File: config.mk
export PLATFORM = sky130hd
export DESIGN_NAME = gameLinkTop
export DESIGN_NICKNAME = d
export VERILOG_FILES = /design/src/verilog/serialPkg.sv /design/src/verilog/gamePkg.sv /design/src/verilog/baudTicker.sv /design/src/verilog/serialReceiver.sv /design/src/verilog/serialTransmitter.sv /design/src/verilog/gameTimebase.sv /design/src/verilog/commandResponder.sv /design/src/verilog/gameLinkTop.sv
export SDC_FILE = /design/constraint.sdc
export NUM_CORES = 1
export LEC_CHECK = 0
export BUFFER_PORTS_ARGS = -buffer_cell sky130_fd_sc_hd__buf_4
export CAP_MARGIN = 20
export CELL_PAD_IN_SITES_DETAIL_PLACEMENT = 1
export CELL_PAD_IN_SITES_GLOBAL_PLACEMENT = 2
export CORE_MARGIN = 3
export CORE_UTILIZATION = 38
export CTS_CLUSTER_SIZE = 28
export DETAILED_ROUTE_END_ITERATION = 7
export GPL_TIMING_DRIVEN = 0
export PLACE_DENSITY = 0.81
export SLEW_MARGIN = 5
export SYNTH_ARGS = -nofsm -noshare
export SYNTH_HDL_FRONTEND = slang
export SYNTH_SLANG_ARGS = --single-unit
File: constraint.sdc
create_clock -name clock -period 2.3 [get_ports clock]
set_input_delay 0.23 -clock clock [delete_from_list [all_inputs] [get_ports clock]]
set_output_delay 0.23 -clock clock [all_outputs]
set_load 0.05 [all_outputs]
File: src/verilog/serialPkg.sv
package serialPkg;

	// clocks per oversample tick
	localparam int CLOCKS_PER_SAMPLE = 4;

	// oversample ticks per bit, so one bit is 32 clocks
	localparam int SAMPLES_PER_BIT = 8;

	// start bit, 8 data bits, stop bit
	localparam int FRAME_BITS = 10;

	// one character on the line
	typedef logic [7:0] charByte;

	// counter types sized from the rates above
	typedef logic [$clog2(CLOCKS_PER_SAMPLE)-1:0] clockIndex;
	typedef logic [$clog2(SAMPLES_PER_BIT)-1:0] sampleIndex;

	// receiver output
	// valid is a one-clock pulse, data holds until the next frame shifts in
	typedef struct packed {
		charByte data;
		logic valid;
	} rxChar;

endpackage

File: src/verilog/gamePkg.sv
package gamePkg;

	// clocks per slow game tick
	localparam int CLOCKS_PER_GAME_TICK = 64;

	// random source, never zero
	localparam logic [15:0] LFSR_SEED = 16'hACE1;

	// x^16 + x^14 + x^13 + x^11 + 1
	// bit 15 is x^16, shift left, feedback into bit 0
	localparam logic [15:0] LFSR_TAPS = 16'hB400;

	// host command bytes
	// 'T' gets 4 timer bytes, msb first
	localparam logic [7:0] CMD_TIME = 8'h54;
	// 'R' gets 2 lfsr bytes, msb first
	localparam logic [7:0] CMD_RANDOM = 8'h52;
	// 'C' clears the timer, echoed back as the reply
	localparam logic [7:0] CMD_CLEAR = 8'h43;

	// game tick divider counter
	typedef logic [$clog2(CLOCKS_PER_GAME_TICK)-1:0] tickIndex;

	// timebase level, 48 bits
	typedef struct packed {
		logic [31:0] gameTime;
		logic [15:0] randomValue;
	} timebaseSnap;

endpackage

File: src/verilog/baudTicker.sv
`timescale 1ns/1ps

module baudTicker (
	input logic clock,
	input logic rst,
	output logic sampleTick,
	output logic bitTick
);

	// clocks within one sample period
	serialPkg::clockIndex clockCount;
	// samples within one bit period
	serialPkg::sampleIndex sampleCount;

	always_ff @(posedge clock) begin
		if (rst) begin
			clockCount <= '0;
			sampleCount <= '0;
			sampleTick <= 1'b0;
			bitTick <= 1'b0;
		end else begin
			// enables are single-cycle
			sampleTick <= 1'b0;
			bitTick <= 1'b0;
			if (clockCount == serialPkg::clockIndex'(serialPkg::CLOCKS_PER_SAMPLE - 1)) begin
				clockCount <= '0;
				sampleTick <= 1'b1;
				// bit tick lands on the last sample of each bit
				if (sampleCount == serialPkg::sampleIndex'(serialPkg::SAMPLES_PER_BIT - 1)) begin
					sampleCount <= '0;
					bitTick <= 1'b1;
				end else begin
					sampleCount <= sampleCount + 1'b1;
				end
			end else begin
				clockCount <= clockCount + 1'b1;
			end
		end
	end

endmodule

File: src/verilog/serialReceiver.sv
`timescale 1ns/1ps

module serialReceiver (
	input logic clock,
	input logic rst,
	input logic sampleTick,
	input logic serialIn,
	output serialPkg::rxChar rxChar
);

	typedef enum logic [1:0] {
		RX_IDLE,
		RX_START,
		RX_DATA,
		RX_STOP
	} rxState;

	rxState state;
	// two-flop synchronizer, rxSync[1] is the safe copy
	logic [1:0] rxSync;
	logic rxLine;
	serialPkg::sampleIndex sampleCount;
	logic [2:0] bitCount;
	serialPkg::charByte shiftReg;
	logic charValid;

	assign rxLine = rxSync[1];

	// line idles high
	always_ff @(posedge clock) begin
		if (rst) begin
			rxSync <= 2'b11;
		end else begin
			rxSync <= {rxSync[0], serialIn};
		end
	end

	always_ff @(posedge clock) begin
		if (rst) begin
			state <= RX_IDLE;
			sampleCount <= '0;
			bitCount <= '0;
			charValid <= 1'b0;
		end else begin
			charValid <= 1'b0;
			if (sampleTick) begin
				case (state)
					RX_IDLE: begin
						// first low sample marks the start edge
						if (!rxLine) begin
							state <= RX_START;
							sampleCount <= '0;
						end
					end
					RX_START: begin
						// four samples in is mid start bit
						if (sampleCount == serialPkg::sampleIndex'(serialPkg::SAMPLES_PER_BIT / 2 - 1)) begin
							sampleCount <= '0;
							bitCount <= '0;
							// glitch if the line went back high
							state <= rxLine ? RX_IDLE : RX_DATA;
						end else begin
							sampleCount <= sampleCount + 1'b1;
						end
					end
					RX_DATA: begin
						// one full bit later is the next center
						if (sampleCount == serialPkg::sampleIndex'(serialPkg::SAMPLES_PER_BIT - 1)) begin
							sampleCount <= '0;
							bitCount <= bitCount + 1'b1;
							if (bitCount == 3'd7) begin
								state <= RX_STOP;
							end
						end else begin
							sampleCount <= sampleCount + 1'b1;
						end
					end
					RX_STOP: begin
						if (sampleCount == serialPkg::sampleIndex'(serialPkg::SAMPLES_PER_BIT - 1)) begin
							// framing error drops the byte
							charValid <= rxLine;
							state <= RX_IDLE;
						end else begin
							sampleCount <= sampleCount + 1'b1;
						end
					end
					default: state <= RX_IDLE;
				endcase
			end
		end
	end

	// lsb first, so new bits enter at the top
	always_ff @(posedge clock) begin
		if (sampleTick && state == RX_DATA &&
			sampleCount == serialPkg::sampleIndex'(serialPkg::SAMPLES_PER_BIT - 1)) begin
			shiftReg <= {rxLine, shiftReg[7:1]};
		end
	end

	assign rxChar = '{data: shiftReg, valid: charValid};

endmodule

File: src/verilog/serialTransmitter.sv
`timescale 1ns/1ps

module serialTransmitter (
	input logic clock,
	input logic rst,
	input logic bitTick,
	input logic txLoad,
	input serialPkg::charByte txByte,
	output logic serialOut,
	output logic charSent
);

	// frame still to go out, bit 0 is next on the line
	logic [serialPkg::FRAME_BITS-1:0] frame;
	// bits already driven
	logic [3:0] bitCount;
	logic busy;

	always_ff @(posedge clock) begin
		if (rst) begin
			busy <= 1'b0;
			bitCount <= '0;
			serialOut <= 1'b1;
			charSent <= 1'b0;
		end else begin
			charSent <= 1'b0;
			if (!busy) begin
				// load only between frames
				if (txLoad) begin
					busy <= 1'b1;
					bitCount <= '0;
				end
			end else if (bitTick) begin
				if (bitCount == 4'(serialPkg::FRAME_BITS)) begin
					// stop bit has run its full period
					busy <= 1'b0;
					charSent <= 1'b1;
				end else begin
					serialOut <= frame[0];
					bitCount <= bitCount + 1'b1;
				end
			end
		end
	end

	// stop, data, start from msb down
	always_ff @(posedge clock) begin
		if (!busy && txLoad) begin
			frame <= {1'b1, txByte, 1'b0};
		end else if (busy && bitTick) begin
			// shift in idle level behind the frame
			frame <= {1'b1, frame[serialPkg::FRAME_BITS-1:1]};
		end
	end

endmodule

File: src/verilog/gameTimebase.sv
`timescale 1ns/1ps

module gameTimebase (
	input logic clock,
	input logic rst,
	input logic timerClear,
	output gamePkg::timebaseSnap snap
);

	// clocks since the last game tick
	gamePkg::tickIndex tickCount;
	// game ticks since reset or clear
	logic [31:0] timeCount;
	logic [15:0] lfsr;
	logic feedback;

	// fibonacci feedback from the tapped bits
	assign feedback = ^(lfsr & gamePkg::LFSR_TAPS);

	always_ff @(posedge clock) begin
		if (rst) begin
			tickCount <= '0;
			timeCount <= '0;
		end else if (timerClear) begin
			// clear beats a tick, and the divider restarts too
			tickCount <= '0;
			timeCount <= '0;
		end else if (tickCount == gamePkg::tickIndex'(gamePkg::CLOCKS_PER_GAME_TICK - 1)) begin
			tickCount <= '0;
			timeCount <= timeCount + 1'b1;
		end else begin
			tickCount <= tickCount + 1'b1;
		end
	end

	// free running, one step per clock
	always_ff @(posedge clock) begin
		if (rst) begin
			lfsr <= gamePkg::LFSR_SEED;
		end else begin
			lfsr <= {lfsr[14:0], feedback};
		end
	end

	assign snap = '{gameTime: timeCount, randomValue: lfsr};

endmodule

File: src/verilog/commandResponder.sv
`timescale 1ns/1ps

module commandResponder (
	input logic clock,
	input logic rst,
	input serialPkg::rxChar rxChar,
	input gamePkg::timebaseSnap snap,
	input logic charSent,
	output serialPkg::charByte txByte,
	output logic txLoad,
	output logic timerClear
);

	typedef enum logic [1:0] {
		RSP_IDLE,
		RSP_LOAD,
		RSP_WAIT
	} rspState;

	rspState state;
	// reply bytes, msb goes out first
	logic [31:0] replyReg;
	// bytes not yet handed to the transmitter
	logic [2:0] bytesLeft;
	logic issueByte;

	// first byte right after the snapshot, later ones on charSent
	assign issueByte = (state == RSP_LOAD) ||
		(state == RSP_WAIT && charSent && bytesLeft != 3'd0);

	always_ff @(posedge clock) begin
		if (rst) begin
			state <= RSP_IDLE;
			bytesLeft <= '0;
			txLoad <= 1'b0;
			timerClear <= 1'b0;
		end else begin
			txLoad <= 1'b0;
			timerClear <= 1'b0;
			case (state)
				RSP_IDLE: begin
					// unknown bytes fall through and are ignored
					if (rxChar.valid) begin
						case (rxChar.data)
							gamePkg::CMD_TIME: begin
								bytesLeft <= 3'd4;
								state <= RSP_LOAD;
							end
							gamePkg::CMD_RANDOM: begin
								bytesLeft <= 3'd2;
								state <= RSP_LOAD;
							end
							gamePkg::CMD_CLEAR: begin
								bytesLeft <= 3'd1;
								timerClear <= 1'b1;
								state <= RSP_LOAD;
							end
							default: state <= RSP_IDLE;
						endcase
					end
				end
				RSP_LOAD: begin
					txLoad <= 1'b1;
					bytesLeft <= bytesLeft - 1'b1;
					state <= RSP_WAIT;
				end
				RSP_WAIT: begin
					// bytes received while busy are dropped here
					if (issueByte) begin
						txLoad <= 1'b1;
						bytesLeft <= bytesLeft - 1'b1;
					end else if (charSent) begin
						// last byte is out
						state <= RSP_IDLE;
					end
				end
				default: state <= RSP_IDLE;
			endcase
		end
	end

	// snapshot on accept, then shift a byte out per load
	always_ff @(posedge clock) begin
		if (state == RSP_IDLE && rxChar.valid) begin
			case (rxChar.data)
				gamePkg::CMD_TIME: replyReg <= snap.gameTime;
				gamePkg::CMD_RANDOM: replyReg <= {snap.randomValue, 16'h0000};
				default: replyReg <= {gamePkg::CMD_CLEAR, 24'h000000};
			endcase
		end else if (issueByte) begin
			replyReg <= {replyReg[23:0], 8'h00};
		end
	end

	always_ff @(posedge clock) begin
		if (issueByte) begin
			txByte <= replyReg[31:24];
		end
	end

endmodule

File: src/verilog/gameLinkTop.sv
`timescale 1ns/1ps

module gameLinkTop (
	input logic clock,
	input logic rst,
	input logic serialIn,
	output logic serialOut
);

	// clock enables from the baud divider
	logic sampleTick;
	logic bitTick;

	// receive side into the responder
	serialPkg::rxChar rxData;
	gamePkg::timebaseSnap snap;
	logic timerClear;

	// responder to transmitter
	serialPkg::charByte txByte;
	logic txLoad;
	logic charSent;

	baudTicker i_baudTicker (
		.clock(clock),
		.rst(rst),
		.sampleTick(sampleTick),
		.bitTick(bitTick)
	);

	serialReceiver i_serialReceiver (
		.clock(clock),
		.rst(rst),
		.sampleTick(sampleTick),
		.serialIn(serialIn),
		.rxChar(rxData)
	);

	gameTimebase i_gameTimebase (
		.clock(clock),
		.rst(rst),
		.timerClear(timerClear),
		.snap(snap)
	);

	commandResponder i_commandResponder (
		.clock(clock),
		.rst(rst),
		.rxChar(rxData),
		.snap(snap),
		.charSent(charSent),
		.txByte(txByte),
		.txLoad(txLoad),
		.timerClear(timerClear)
	);

	serialTransmitter i_serialTransmitter (
		.clock(clock),
		.rst(rst),
		.bitTick(bitTick),
		.txLoad(txLoad),
		.txByte(txByte),
		.serialOut(serialOut),
		.charSent(charSent)
	);

endmodule

==> metrics.yaml <==
n_fill_cell: 1731
seq_power_share_pct: 49.8
track_usage_pct: 16.02
vias: 4250
grt_max_degree: 22
synth_nets: 603
reg2reg_depth: 6
switching_share_pct: 21.94
routedWlPerCell_um: 16.33
cp-end-kind: "flip-flop"
seq_area_frac_synth_pct: 56.20
rows: 45
hp-class: "in2reg"
design_area_mm2: 0.007037
dp_hpwl_um: 9630
gr-total-overflow: 0
whs_path_depth: 2
core-area_mm2: 0.01543
rr_startpoint: "i_serialReceiver.shiftReg[3]"
fin_crit_ps: 2167
cpMostUsedCell: "buf_4"
clk_latency_ps: 430
slowest_stage: "or4b_1"
ios: 4
num-nets-final: 630
drv_cap: 0
slew-limit-headroom_pct: 61.86
io_buffer_count: 3
start_kind: "flip-flop"
ant_nets: 0
regToRegEndpoint: "i_commandResponder.replyReg[19]"
switchingPower_mw: 1.176
whs_ps: 30.27
dr.pass1.iters: 4
async_reset_ff_share_pct: 0
fp.dieH_um: 132.6
root_buffer: "clkbuf_16"
p_leak_nw: 2.527
final_common_cell: "dfxtp_1"
tightestPinTransition_ps: 567.8
syn_to_final_growth_pct: 15.53
grt_pass1_vias: 4506
drive_gt1_share_pct: 10.57
fin_skew_ps: 14.03
comb_power_share_pct: 1.6
ir_drop_v: 0.0005337
antenna_found_initial: 0
clock-sinks: 143
hold_path_end: "i_serialReceiver.rxSync[0]"
power.density_mw_per_mm2: 762.0
cpPeakStageDelay_ps: 520
finalSetupViolCount: 0
path_class: "reg2reg"
hold_violations: 0
yosys_warnings: 0
num_antenna_cells: 0
synth_top_flop_cell: "dfxtp_1"
path_delay_family: "simple AND/OR/NAND/NOR gates"
initial_core_util_pct: 39.48
placed_cell_area_mm2: 0.006405
holdCritStartpoint: "serialIn"
clockBufferDepth: 2
drt_wl_total_um: 13490
syn_area_mm2: 0.006091
reg2reg_slack_ps: 130
cts_tree: "done"
viasPerCell: 5.145
grt_pass1_wl_um: 22630
final_cell_mix: "dfxtp_1, nor2_1, edfxtp_1"
clkTransAtPathRegs_ps: 60
synthCells: 575
gp_congestion: 0.7892
required_ps: 2560
h-tree-depth: 4
syn_avg_cell_area_um2: 10.59
post-route-period-util_pct: 94.23
cp_max_fo: 10
cts_made_buffers: 17
synth_enable_flop_cells: 56
synth-seq-cells: 143
dieArea_mm2: 0.01758
post-route-drc-count: 0
path_buf_inv: 2
cp_cell_sequence: "or4b_1, buf_4, nor2_2, buf_4, a22oi_1, o21ai_1"
fp.dieW_um: 132.6
timing.fmax_mhz: 461.4
crit_arrival_ps: 2430
synth.distinct_cells: 51
clockPowerShare_pct: 48.6
p_int_mw: 4.186
slew_violations: 0
outcome: "finished clean"
drt_iter0_markers: 315
==> cells by family (layout without fill, tap and decap cells) <==
| kind of cell | after synthesis | after routing | synth area share [%] |
|---|---|---|---|
| flip-flops | 143 | 143 | 56.20 |
| buffers and inverters | 46 | 86 | 3.061 |
| adder cells (fa/ha/maj) | 25 | 25 | 5.136 |
| XOR/XNOR | 33 | 33 | 4.745 |
| multiplexers | 6 | 6 | 0.9861 |
| AO/OA/AOI/OAI | 92 | 92 | 10.02 |
| AND/OR/NAND/NOR | 230 | 230 | 19.84 |
==> power by group through the flow <==
stage | logic, mW | registers, mW | clock network [mW]
floorplan | 0.0600 | 2.71 | 0
global placement | 0.0836 | 2.72 | 0
detailed placement | 0.0889 | 2.72 | 0
CTS | 0.0907 | 2.67 | 2.68
global route | 0.0993 | 2.67 | 2.82
finish | 0.0872 | 2.67 | 2.61
==> flip-flops by register name, summed over array words and instances (netlist names), 2 cells and up, named ones only <==
name                          count
i_serialTransmitter.bitCount      4
i_gameTimebase.lfsr              16
i_serialReceiver.shiftReg         8
i_baudTicker.sampleCount          3
i_gameTimebase.tickCount          6
i_serialReceiver.bitCount         3
i_baudTicker.clockCount           2
i_serialReceiver.sampleCount      3
i_commandResponder.bytesLeft      3
i_commandResponder.replyReg      32
i_commandResponder.txByte         8
i_gameTimebase.timeCount         32
i_commandResponder.state          2
i_serialTransmitter.frame         9
i_serialReceiver.rxSync           2
==> stage by stage <==
stage / worst slack, ps / total power, mW / TNS, ps / utilization, % / instances
finish: 132.7 / 5.362 / 0 / 45.61 / 826
global route: -30.34 / 5.585 / -80.88 / 45.61 / 826
CTS: 79.72 / 5.442 / 0 / 45.37 / 825
detailed placement: -203.9 / 2.810 / -4642 / 41.52 / 790
global placement: -569.5 / 2.804 / -18220 / 41.34 / 789
floorplan: 81.32 / 2.774 / 0 / - / 575
==> Yosys cell counts (15+ instances only) <==
| cell type | count | share of area [%] |
|---|---|---|
| dfxtp_1 | 87 | 29 |
| ha_1 | 25 | 5.1 |
| nor3_1 | 20 | 1.6 |
| nand2_1 | 41 | 2.5 |
| edfxtp_1 | 56 | 28 |
| inv_1 | 24 | 1.5 |
| nand3_1 | 16 | 1.3 |
| nor2_1 | 58 | 3.6 |
| xnor2_1 | 23 | 3.3 |
| a21oi_1 | 16 | 1.3 |
| o21ai_0 | 15 | 1.2 |
| a22o_1 | 16 | 2.3 |
| clkbuf_1 | 16 | 0.99 |
==> worst max path at each step <==
stage	from	endpoint	slack, ps	cells past startpoint
2_1_floorplan	i_commandResponder.state[0]	i_commandResponder.replyReg[0]	80	5
3_3_place_gp	i_commandResponder.state[0]	i_commandResponder.replyReg[7]	-570	5
3_5_place_dp	i_commandResponder.state[0]	i_commandResponder.replyReg[5]	-200	6
4_1_cts	i_serialReceiver.shiftReg[3]	i_commandResponder.replyReg[24]	80	7
5_1_grt	i_serialReceiver.shiftReg[3]	i_commandResponder.replyReg[19]	-30	6
6_report	i_serialReceiver.shiftReg[3]	i_commandResponder.replyReg[19]	130	6
==> routing by layer <==
metal	global-route usage, %	vias up	part of all wire, %
met3	5.019	8	2.8
met1	19.81	2084	46
met2	27.23	41	50
met4	4.215	0	0.69
li1	-	2117	-
met5	0	-	0
==> cell type report <==
cell class,count,area [um^2],area share [%]
well taps,211,264.0,3.752
clock inverters,14,135.1,1.920
multi-input cells,386,2514,35.72
inverters,24,90.09,1.280
clock buffers,18,429.2,6.099
repair buffers,8,80.08,1.138
plain buffers,22,101.3,1.440
flip-flops and latches,143,3423,48.65
==> repair_timing <==
action                                  CTS  global route
setup buffers                             3             1
cloned                                    0             0
pin swaps                                 1             0
endpoints found under the setup margin   36            14
resized for setup                         4             8
hold buffers                              0             0
Power figures use the tool's default switching activity.
